### src/hw/alu_defines.svh
`ifndef ALU_DEFINES_SVH
`define ALU_DEFINES_SVH

// Datapath width
`define WORD_W 16

// Opcode field, top five bits of the instruction
`define OPC_W   5
`define OPC_LSB 11

// Mode bits under the opcode
`define IMM_SEL_BIT  10
`define SIGN_SEL_BIT 9

// Immediate fields, both right aligned
`define IMM5_W 5
`define IMM8_W 8

`endif

### src/hw/aluPkg.sv
`default_nettype none

`include "alu_defines.svh"

package aluPkg;

   typedef logic [`WORD_W-1:0] word_t;
   typedef logic [`WORD_W-1:0] instr_t;   // opcode, immSel, signSel, immediates

   // Numbering follows the ISA opcode table
   typedef enum logic [`OPC_W-1:0] {
      ADD  = 0,
      SUB  = 1,
      OR   = 2,
      AND  = 3,
      ROL  = 4,
      SLL  = 5,
      ROR  = 6,
      SRA  = 7,
      ST   = 8,
      LD   = 9,
      STU  = 10,
      BTR  = 11,
      SEQ  = 12,
      SLT  = 13,
      SLE  = 14,
      SCO  = 15,
      BEQZ = 16,
      BNEZ = 17,
      BLTZ = 18,
      LBI  = 19,
      SLBI = 20,
      SIIC = 26,
      RTI  = 27,
      NOP  = 28,
      HALT = 29
   } aluOp_e;

   // Same order as the low two bits of ROL..SRA
   typedef enum logic [1:0] {
      shRotl = 2'd0,
      shShl  = 2'd1,
      shRotr = 2'd2,
      shSra  = 2'd3
   } shiftOp_e;

   typedef struct packed {
      instr_t instr;
      word_t  rsVal;
      word_t  rtVal;
   } execReq_t;

   typedef struct packed {
      aluOp_e op;
      word_t  rsVal;
      word_t  opB;        // rtVal or extended immediate
      logic   sign;
      logic   isBranch;
      logic   illegal;
   } decoded_t;

   typedef struct packed {
      word_t value;
      logic  ofl;
      logic  zero;        // rs was zero
      logic  taken;
      logic  illegal;
   } execRes_t;

endpackage

`default_nettype wire

### src/hw/aluExecute.sv
`timescale 1ns/100ps
`default_nettype none

`include "alu_defines.svh"

module aluExecute
   import aluPkg::*;
(
   input  decoded_t dec,
   output word_t    value,
   output logic     ofl,
   output logic     zero
);

   logic  sub;
   word_t opA;
   word_t opBx;
   logic  cin;
   word_t sum;
   logic  carry;
   logic  oflSigned;
   logic  equal;
   logic  lessThan;
   word_t shiftOut;
   word_t reversed;

   // Swapped subtract gives opB - rs
   assign sub  = dec.op inside {SUB, SLT};
   assign opA  = sub ? dec.opB : dec.rsVal;
   assign opBx = sub ? ~dec.rsVal : dec.opB;
   assign cin  = sub;

   assign {carry, sum} = {1'b0, opA} + {1'b0, opBx} + {{`WORD_W{1'b0}}, cin};

   // Like signs in, other sign out
   assign oflSigned = (opA[`WORD_W-1] & opBx[`WORD_W-1] & ~sum[`WORD_W-1]) |
                      (~opA[`WORD_W-1] & ~opBx[`WORD_W-1] & sum[`WORD_W-1]);

   assign ofl  = dec.sign ? oflSigned : carry;
   assign zero = (dec.rsVal == '0);

   assign equal    = (dec.rsVal == dec.opB);
   assign lessThan = $signed(dec.rsVal) < $signed(dec.opB);

   // Mode is the low two opcode bits for ROL..SRA
   barrelShifter i_barrelShifter (
      .in     (dec.rsVal),
      .amount (dec.opB[3:0]),
      .mode   (shiftOp_e'(dec.op[1:0])),
      .out    (shiftOut)
   );

   always_comb begin
      for (int i = 0; i < `WORD_W; i++) begin
         reversed[i] = dec.rsVal[`WORD_W-1-i];
      end
   end

   always_comb begin
      case (dec.op)
         ADD, SUB:           value = sum;
         ST, LD, STU:        value = sum;   // Address only
         OR:                 value = dec.rsVal | dec.opB;
         AND:                value = dec.rsVal & dec.opB;
         ROL, SLL, ROR, SRA: value = shiftOut;
         BTR:                value = reversed;
         SEQ:                value = {{(`WORD_W-1){1'b0}}, equal};
         SLT:                value = {{(`WORD_W-1){1'b0}}, lessThan};
         SLE:                value = {{(`WORD_W-1){1'b0}}, lessThan | equal};
         SCO:                value = {{(`WORD_W-1){1'b0}}, carry};
         LBI:                value = dec.opB;
         SLBI:               value = {dec.rsVal[7:0], 8'h00} | dec.opB;
         BEQZ, BNEZ, BLTZ:   value = '0;
         SIIC, RTI:          value = '0;
         NOP, HALT:          value = '0;
         default:            value = 16'hbada;   // Unknown opcode marker
      endcase
   end

endmodule

`default_nettype wire

### src/hw/barrelShifter.sv
`timescale 1ns/100ps
`default_nettype none

`include "alu_defines.svh"

module barrelShifter
   import aluPkg::*;
(
   input  word_t      in,
   input  logic [3:0] amount,
   input  shiftOp_e   mode,
   output word_t      out
);

   word_t stage [0:4];

   assign stage[0] = in;

   // Log shifter, stage i moves by 2**i when amount[i] is set
   for (genvar i = 0; i < 4; i++) begin : gStage
      localparam int Sh = 1 << i;
      word_t cur;
      word_t moved;

      assign cur = stage[i];

      always_comb begin
         case (mode)
            shRotl:  moved = {cur[`WORD_W-Sh-1:0], cur[`WORD_W-1 -: Sh]};
            shShl:   moved = {cur[`WORD_W-Sh-1:0], {Sh{1'b0}}};
            shRotr:  moved = {cur[Sh-1:0], cur[`WORD_W-1:Sh]};
            shSra:   moved = {{Sh{cur[`WORD_W-1]}}, cur[`WORD_W-1:Sh]};   // Sign fill
            default: moved = cur;
         endcase
      end

      assign stage[i+1] = amount[i] ? moved : cur;
   end

   assign out = stage[4];

endmodule

`default_nettype wire

### src/hw/execUnit.sv
`timescale 1ns/100ps
`default_nettype none

module execUnit
   import aluPkg::*;
(
   input  logic     clk,
   input  logic     rstN,
   input  logic     req,
   input  execReq_t reqData,
   output logic     ack,
   output execRes_t res
);

   logic     decValid;
   logic     busy;
   decoded_t dec;
   word_t    value;
   logic     ofl;
   logic     zero;

   instrDecode i_instrDecode (
      .clk      (clk),
      .rstN     (rstN),
      .req      (req),
      .reqData  (reqData),
      .busy     (busy),
      .decValid (decValid),
      .dec      (dec)
   );

   // Purely combinational between the two registers
   aluExecute i_aluExecute (
      .dec   (dec),
      .value (value),
      .ofl   (ofl),
      .zero  (zero)
   );

   resultStage i_resultStage (
      .clk      (clk),
      .rstN     (rstN),
      .decValid (decValid),
      .dec      (dec),
      .value    (value),
      .ofl      (ofl),
      .zero     (zero),
      .req      (req),
      .ack      (ack),
      .busy     (busy),
      .res      (res)
   );

endmodule

`default_nettype wire

### src/hw/instrDecode.sv
`timescale 1ns/100ps
`default_nettype none

`include "alu_defines.svh"

module instrDecode
   import aluPkg::*;
(
   input  logic     clk,
   input  logic     rstN,
   input  logic     req,
   input  execReq_t reqData,
   input  logic     busy,
   output logic     decValid,
   output decoded_t dec
);

   aluOp_e             opc;
   logic               immSel;
   logic               signSel;
   logic [`IMM5_W-1:0] imm5;
   logic [`IMM8_W-1:0] imm8;
   logic               signImm5;
   logic               accept;
   decoded_t           decNext;

   assign opc     = aluOp_e'(reqData.instr[`OPC_LSB +: `OPC_W]);
   assign immSel  = reqData.instr[`IMM_SEL_BIT];
   assign signSel = reqData.instr[`SIGN_SEL_BIT];
   assign imm5    = reqData.instr[`IMM5_W-1:0];
   assign imm8    = reqData.instr[`IMM8_W-1:0];

   // Arithmetic and compare immediates are signed
   assign signImm5 = opc inside {ADD, SUB, SEQ, SLT, SLE};

   // Busy covers both the decode slot and a raised ack
   assign accept = req & ~busy;

   always_comb begin
      decNext          = '0;
      decNext.op       = opc;
      decNext.rsVal    = reqData.rsVal;
      decNext.sign     = signSel;
      decNext.isBranch = opc inside {BEQZ, BNEZ, BLTZ};

      case (opc)
         ADD, SUB, OR, AND, ROL, SLL, ROR, SRA,
         ST, LD, STU, BTR, SEQ, SLT, SLE, SCO,
         BEQZ, BNEZ, BLTZ, LBI, SLBI,
         SIIC, RTI, NOP, HALT: decNext.illegal = 1'b0;
         default:              decNext.illegal = 1'b1;   // Jumps included
      endcase

      // Second operand
      if (opc == LBI) begin
         decNext.opB = {{(`WORD_W-`IMM8_W){imm8[`IMM8_W-1]}}, imm8};
      end else if (opc == SLBI) begin
         decNext.opB = {{(`WORD_W-`IMM8_W){1'b0}}, imm8};
      end else if (immSel) begin
         if (signImm5) begin
            decNext.opB = {{(`WORD_W-`IMM5_W){imm5[`IMM5_W-1]}}, imm5};
         end else begin
            decNext.opB = {{(`WORD_W-`IMM5_W){1'b0}}, imm5};
         end
      end else begin
         decNext.opB = reqData.rtVal;
      end
   end

   always_ff @(posedge clk) begin
      if (!rstN) begin
         decValid <= 1'b0;
      end else begin
         decValid <= accept;   // One cycle per item
      end
   end

   // Held until the next accepted request
   always_ff @(posedge clk) begin
      if (accept) begin
         dec <= decNext;
      end
   end

endmodule

`default_nettype wire

### src/hw/resultStage.sv
`timescale 1ns/100ps
`default_nettype none

`include "alu_defines.svh"

module resultStage
   import aluPkg::*;
(
   input  logic     clk,
   input  logic     rstN,
   input  logic     decValid,
   input  decoded_t dec,
   input  word_t    value,
   input  logic     ofl,
   input  logic     zero,
   input  logic     req,
   output logic     ack,
   output logic     busy,
   output execRes_t res
);

   typedef enum logic [1:0] {
      idle,
      ackHigh,
      ackDrop
   } ackState_e;

   ackState_e state;
   ackState_e stateNext;
   logic      taken;

   // Branch outcome from rs only
   always_comb begin
      taken = 1'b0;
      if (dec.isBranch) begin
         case (dec.op)
            BEQZ:    taken = zero;
            BNEZ:    taken = ~zero;
            BLTZ:    taken = dec.rsVal[`WORD_W-1];
            default: taken = 1'b0;
         endcase
      end
   end

   always_comb begin
      stateNext = state;
      case (state)
         idle:    if (decValid) stateNext = ackHigh;
         ackHigh: if (!req) stateNext = ackDrop;   // Requester let go
         ackDrop: stateNext = idle;
         default: stateNext = idle;
      endcase
   end

   always_ff @(posedge clk) begin
      if (!rstN) begin
         state <= idle;
         res   <= '0;
      end else begin
         state <= stateNext;
         if (decValid) begin
            res.value   <= value;
            res.ofl     <= ofl;
            res.zero    <= zero;
            res.taken   <= taken;
            res.illegal <= dec.illegal;
         end
      end
   end

   assign ack  = (state == ackHigh);
   assign busy = decValid | ack;   // No new capture until ack falls

endmodule

`default_nettype wire

### config.mk
export PLATFORM = sky130hd
export DESIGN_NAME = execUnit
export DESIGN_NICKNAME = d
export VERILOG_FILES = /design/src/hw/aluPkg.sv /design/src/hw/aluExecute.sv /design/src/hw/barrelShifter.sv /design/src/hw/execUnit.sv /design/src/hw/instrDecode.sv /design/src/hw/resultStage.sv
export VERILOG_INCLUDE_DIRS = /design/src /design/src/hw
export SDC_FILE = /design/constraint.sdc
export NUM_CORES = 1
export LEC_CHECK = 0
export ABC_AREA = 1
export BUFFER_PORTS_ARGS = -buffer_cell sky130_fd_sc_hd__clkbuf_2
export CAP_MARGIN = 5
export CORE_MARGIN = 2
export CORE_UTILIZATION = 55
export CTS_CLUSTER_DIAMETER = 40
export DETAILED_ROUTE_END_ITERATION = 12
export GPL_TIMING_DRIVEN = 1
export PLACE_DENSITY = 0.76
export SLEW_MARGIN = 20
export SYNTH_ARGS = -nofsm -noshare
export SYNTH_HDL_FRONTEND = slang
export SYNTH_SLANG_ARGS = --single-unit
### constraint.sdc
create_clock -name clk -period 4.6 [get_ports clk]
set_input_delay 0.92 -clock clk [delete_from_list [all_inputs] [get_ports clk]]
set_output_delay 0.92 -clock clk [all_outputs]
set_load 0.02 [all_outputs]
* Yosys cells after proc, flatten, opt, wreduce, memory -nomap -nowiden
Memory sizes are Yosys's and may differ from the RTL's. A register that Yosys moved wholly into a read port is not among the register bits.
Cells that the tools add are included.
** Word-level totals
- Logic and storage cells :: 107
- Output and inout port bits :: 21
- Memories kept :: 1
- Register bits after elaboration :: 62
- Bits in read-only memories :: 32
** Memories
- (name not given) :: depth 32, width 1, read ports 1, clocked after Yosys merged registers in 1, write ports 0, line instrDecode.sv:46 : case (opc)
** Operators by class
- Reductions and logical operators :: 13
- $add $sub $neg :: 2
- Multiplexer cells :: 21
- Bitwise gates (word level) :: 17
- Equality and inequality tests :: 40
- $lt $le $gt $ge :: 1
** Operator list (count)
- $pmux 16 s12 :: 1
- $pmux 16 s4 :: 3
- $mux 16 :: 10
- $eq 5x5->1 const B :: 14
- $eq 5x4->1 const B :: 11
- $pmux 16 s3 :: 1
- $or 16x16->16 :: 2
- $eq 5x3->1 const B :: 4
- $add 16x16->17 :: 1
- $add 17x1->17 :: 1
- $and 16x16->16 :: 1
- $eq 16x16->1 :: 1
- $logic_not 16->1 :: 1
- $lt 16x16->1 :: 1
- $not 16->16 :: 1
- $eq 5x1->1 const B :: 2
- $eq 5x2->1 const B :: 2
- $logic_not 5->1 :: 2
- $reduce_or 7->1 :: 1
- $and 1x1->1 :: 5
- $not 1->1 :: 5
- $reduce_bool 5->1 :: 1
- $reduce_or 5->1 :: 1
- $eq 2x1->1 const B :: 2
- 13 further kinds :: 20

* Longest topological paths before layout
- Word-level depth :: 10
- Mapped depth :: 21
- Depth with buffers taken out :: 20

* By module
From an unflattened synthesis, not the netlist that was laid out.
** Second synthesis, totals
- Cells, all modules :: 1060
- Area total of the unflattened synthesis :: 7044.3 sq um
** Modules (own cells, without submodules)
- aluExecute :: area each 2871.5 sq um, times used 1, seq. area each 0.0 sq um, cells an instance 466
- barrelShifter :: area each 1679.1 sq um, times used 1, seq. area each 0.0 sq um, cells an instance 339
- instrDecode :: area each 1667.8 sq um, times used 1, seq. area each 1221.2 sq um, cells an instance 143
- resultStage :: area each 825.8 sq um, times used 1, seq. area each 440.4 sq um, cells an instance 112

* Worst setup path before layout
Ideal clock, no wire load.
- Path kind :: input -> register
- Start :: in req
- End :: reg i_instrDecode.dec[0] (netlist name)
- Path slack :: 387 ps
- Data required time :: 4113 ps
- Cell stages on the path :: 2
- Setup time :: 487 ps
- Data arrival time :: 3726 ps
- Cells stage by stage :: inv_1 -> nor3_1
** On the way
- Cells in the longest elaborated chain, start to end :: 1
** RTL lines
- start, declared :: line execUnit.sv:9 : input logic req,
- $and 1x1->1 :: line instrDecode.sv:37 : assign accept = req & ~busy;
- via i_instrDecode.accept :: line instrDecode.sv:24 : logic accept;
The timed path passes the listed nets, and every way through them passes these cells.
A chain may end at the register's enable or synchronous reset.

* Worst setup path in the final report
- Start :: reg i_instrDecode.dec[35] (netlist name)
- End :: reg i_resultStage.res[17] (netlist name)
** On the way
- Cells in the longest elaborated chain, start to end :: 10
- Elaborated cells on any way between the ends :: 47
- Classes of those cells :: add/sub (2); eq/ne (27); mux (11); reduce/logical (7)
** RTL lines
- parallel branches: the longest is 9 deep, another holds $add 16x16->17
- $pmux 16 s12 * :: line aluExecute.sv:60 : case (dec.op)
Every way passes the cells marked *.

==> impl_metrics.env <==
export IMPL_outcome="finished, final reports clean"
export IMPL_grtUsageMet3=0.0707
export IMPL_ys_seq_area_frac=0.256
export IMPL_place_area_mm2=0.00697
export IMPL_cpMaxStageDelayCell="nor2_4"
export IMPL_worst_r2r_endpoint="i_resultStage.res[17]$_SDFFE_PN0P_"
export IMPL_rsz0062_at_grt="no"
export IMPL_p_leak_nw=3.51
export IMPL_report_final_slew_viol_count=0
export IMPL_num_fill_cells=1083
export IMPL_dp_slack_ns=0.772
export IMPL_dp_hpwl_um=16700
export IMPL_period_minus_slack_ns=3.89
export IMPL_finalClockSkew_ns=0.00702
export IMPL_cp_arrival_ns=4.11
export IMPL_gp_congestion=0.993
export IMPL_grtUsageTotal=0.346
export IMPL_powerDensity_mw_per_mm2=298
export IMPL_reg2regPathDepth=18
export IMPL_syn_to_final_growth_pct=12.1
export IMPL_startpoint_type="register"
export IMPL_grt_max_degree=50
export IMPL_gr_usage_met1=0.495
export IMPL_drt_iter0_drc=971
export IMPL_grt_overflow_total=0
export IMPL_yosysTopAreaCell="edfxtp_1"
export IMPL_htreeDepth=3
export IMPL_synth_cells=994
export IMPL_fin_area_mm2=0.00728
export IMPL_hold_viol=0
export IMPL_final_layout_size_suffix_gt1_frac=0.123
export IMPL_use_met2=0.486
export IMPL_ctsHoldBuffers=0
export IMPL_synth_area_mm2=0.00650
export IMPL_rows=39
export IMPL_vias=7160
export IMPL_synth_distinct_cells=44
export IMPL_clk_latency_ns=0.33
export IMPL_ir_drop_mv=0.271
export IMPL_routedWlPerCell_um=18.1
export IMPL_setup_viol=0
export IMPL_first_pass_iters=5
export IMPL_cp_max_fo=36
export IMPL_grt_busiest_layer="met1"
export IMPL_ys_warn_count=0
export IMPL_worstSetupEndpointType="register"
export IMPL_hp_class="reg2reg"
export IMPL_root_buffer="clkbuf_16"
export IMPL_cts_buffers=9
export IMPL_worst_slew_pin_slew_ns=1.04
export IMPL_synth_fp_nets=1110
export IMPL_cts_tree="done"
export IMPL_pin_count=72
export IMPL_final_antenna_net_count=0
export IMPL_endpoint="i_resultStage.res[17]$_SDFFE_PN0P_"
export IMPL_num_antenna_cells=0
export IMPL_cts_sinks=63
export IMPL_nets=1169
export IMPL_portBuffers=70
export IMPL_grt_pass1_vias=6426
export IMPL_clock_fmax_mhz=257
export IMPL_ys_ff_latch=63
export IMPL_r2r_start="i_instrDecode.dec[35]$_DFFE_PP_"
export IMPL_ys_flop_type="edfxtp_1"
export IMPL_cts_clk_slew_worst_paths_ns=0.06
export IMPL_crit_required_ns=4.82
export IMPL_crit_chain="inv_2 -> nor2_2 -> nand2_1 -> nor2_4 -> buf_4 -> o21ai_0 -> ha_1 -> a21oi_1 -> o21ai_0 -> a21oi_1 -> o21ai_0 -> nand2_1 -> o211ai_1 -> or2_2 -> nand3_1 -> nand3_1 -> nand2_1 -> inv_1"
export IMPL_postCtsSetupRepairBufs=0
export IMPL_finalWirelength_um=21800
export IMPL_min_period_over_period=0.846
export IMPL_async_flop_share=0
export IMPL_via_per_inst=5.96
export IMPL_rrSetupSlack_ns=0.71
export IMPL_cp_startpoint="i_instrDecode.dec[35]$_DFFE_PP_"
export IMPL_die_w_um=113
export IMPL_synth_top_cell_area_share=0.185
export IMPL_postCtsResizedCells=0
export IMPL_synth_edf_count=40
export IMPL_die_area_mm2=0.0127
export IMPL_critPathKind="reg2reg"
export IMPL_avgSynthCellArea_um2=6.54
export IMPL_start_util=0.567
export IMPL_slew_headroom=0.291
export IMPL_cp_slowest_stage_delay_ns=0.56
export IMPL_die_y_um=113
export IMPL_antenna_found_initial=0
export IMPL_drc=0
export IMPL_setup_slack_ns=0.708
export IMPL_maxCapViolCount=0
export IMPL_clockBufferDepth=2
export IMPL_grt_pass1_wl_um=34100
export IMPL_tns_ns=0
export IMPL_synth_area_top_cells="edfxtp_1 (18%), nand2_1 (16%), ha_1 (12%)"
export IMPL_core_mm2=0.0115
-- final cells by class --
type,instances,area [um2],area share
inverters,96,360,0.0495
repair buffers,88,485,0.0666
clock inverters,5,43.8,0.00601
well taps,143,179,0.0246
multi-input cells,795,4280,0.587
clock buffers,11,275,0.0378
flip-flops and latches,63,1660,0.228
-- flip-flops by register name, summed over array words and instances, names as in the netlist --
signal and flops:
i_instrDecode.dec 40, i_instrDecode.decValid 1, i_resultStage.res 20, i_resultStage.state 2
-- layout by cell type (no fill, tap or decap), types with 5 or more instances in the layout --
| master | count |
|---|---|
| o211ai_1 | 6 |
| a211oi_1 | 5 |
| clkbuf_2 | 70 |
| buf_4 | 18 |
| a2111oi_0 | 9 |
| nand3_1 | 147 |
| a21oi_1 | 61 |
| o21ai_0 | 82 |
| o21ai_1 | 7 |
| o22ai_1 | 12 |
| nor3_1 | 8 |
| or2_2 | 7 |
| edfxtp_1 | 40 |
| inv_1 | 89 |
| dfxtp_1 | 23 |
| ha_1 | 64 |
| nor2_1 | 57 |
| nand2_1 | 278 |
| clkbuf_16 | 11 |
| nor4_1 | 11 |
| mux2_2 | 5 |
| nand4_1 | 9 |
-- worst min path at each step --
stage                                     endpoint  depth (start not counted)  slack, ns                                 from
2_1_floorplan  i_resultStage.state[1]$_SDFFE_PN0P_                          1       0.42  i_resultStage.state[1]$_SDFFE_PN0P_
3_3_place_gp   i_resultStage.state[1]$_SDFFE_PN0P_                          1       0.43  i_resultStage.state[1]$_SDFFE_PN0P_
3_5_place_dp   i_resultStage.state[1]$_SDFFE_PN0P_                          1       0.45  i_resultStage.state[1]$_SDFFE_PN0P_
4_1_cts        i_resultStage.state[1]$_SDFFE_PN0P_                          1       0.46  i_resultStage.state[1]$_SDFFE_PN0P_
5_1_grt        i_resultStage.state[1]$_SDFFE_PN0P_                          1       0.46  i_resultStage.state[1]$_SDFFE_PN0P_
6_report       i_resultStage.state[1]$_SDFFE_PN0P_                          1       0.45  i_resultStage.state[1]$_SDFFE_PN0P_
-- critical path: cells and delay by family (launching register included) --
family | cells | cell delay [ns]
AND/OR/NAND/NOR | 8 | 1.74
AO/OA/AOI/OAI | 6 | 0.79
buffers and inverters | 3 | 0.47
flip-flops | 1 | 0.44
adder cells (fa/ha/maj) | 1 | 0.35
-- cell usage after synthesis, types with 2 or more instances --
cell type    n
inv_2        4
dfxtp_1     23
nor4_1      11
a21oi_1     61
buf_1        5
nand3_1    147
nor3_1       9
nor2_2       4
inv_1       89
nand3b_1     2
nand4_1      9
o22ai_1     12
buf_2       10
a2111oi_0    9
buf_6        3
nor2_1      57
edfxtp_1    40
o21ai_1      7
a211oi_1     5
a31oi_1      2
or2_2        7
ha_1        64
o211ai_1     6
clkinv_1     3
nand2_1    278
mux2_2       5
o21ai_0     82
o221ai_1     4
buf_4        4
clkbuf_1    18
-- power breakdown --
| part | internal, mW | leakage, nW | total (mW) | switching [mW] |
|---|---|---|---|---|
| Clock | 0.436 | 0.157 | 0.694 | 0.257 |
| Combinational | 0.251 | 2.78 | 0.760 | 0.508 |
| Sequential | 0.653 | 0.574 | 0.715 | 0.0619 |
| Total | 1.34 | 3.51 | 2.17 | 0.828 |
-- layer usage --
metal | vias up | routed length (um) | part of all wire
met4 | 0 | 1240 | 0.057
met5 | - | 0 | 0
met3 | 61 | 2300 | 0.11
li1 | 3519 | - | -
met2 | 382 | 8640 | 0.40
met1 | 3198 | 9600 | 0.44
-- through the flow --
stage | std cells | util | hold WS, ns | power [mW]
2_1_floorplan | 994 | - | 0.416 | 1.24
4_1_cts | 1201 | 0.635 | 0.455 | 2.16
6_report | 1201 | 0.635 | 0.454 | 2.17
5_1_grt | 1201 | 0.635 | 0.459 | 2.30
3_5_place_dp | 1185 | 0.607 | 0.447 | 1.46
3_3_place_gp | 1185 | 0.607 | 0.432 | 1.45
-- logic make-up (layout without fill, tap and decap cells) --
logic type,after synthesis,in the layout,synth area share
xor gates and xnor gates,1,1,0.00135
adders and majority gates,65,65,0.126
DFF,63,63,0.256
AOI/OAI and AO/OA,196,196,0.171
and+or+nand+nor,528,528,0.351
buffers and inverters,136,200,0.0863
muxes,5,5,0.00867
No activity file was read; power rests on OpenSTA's default activity.
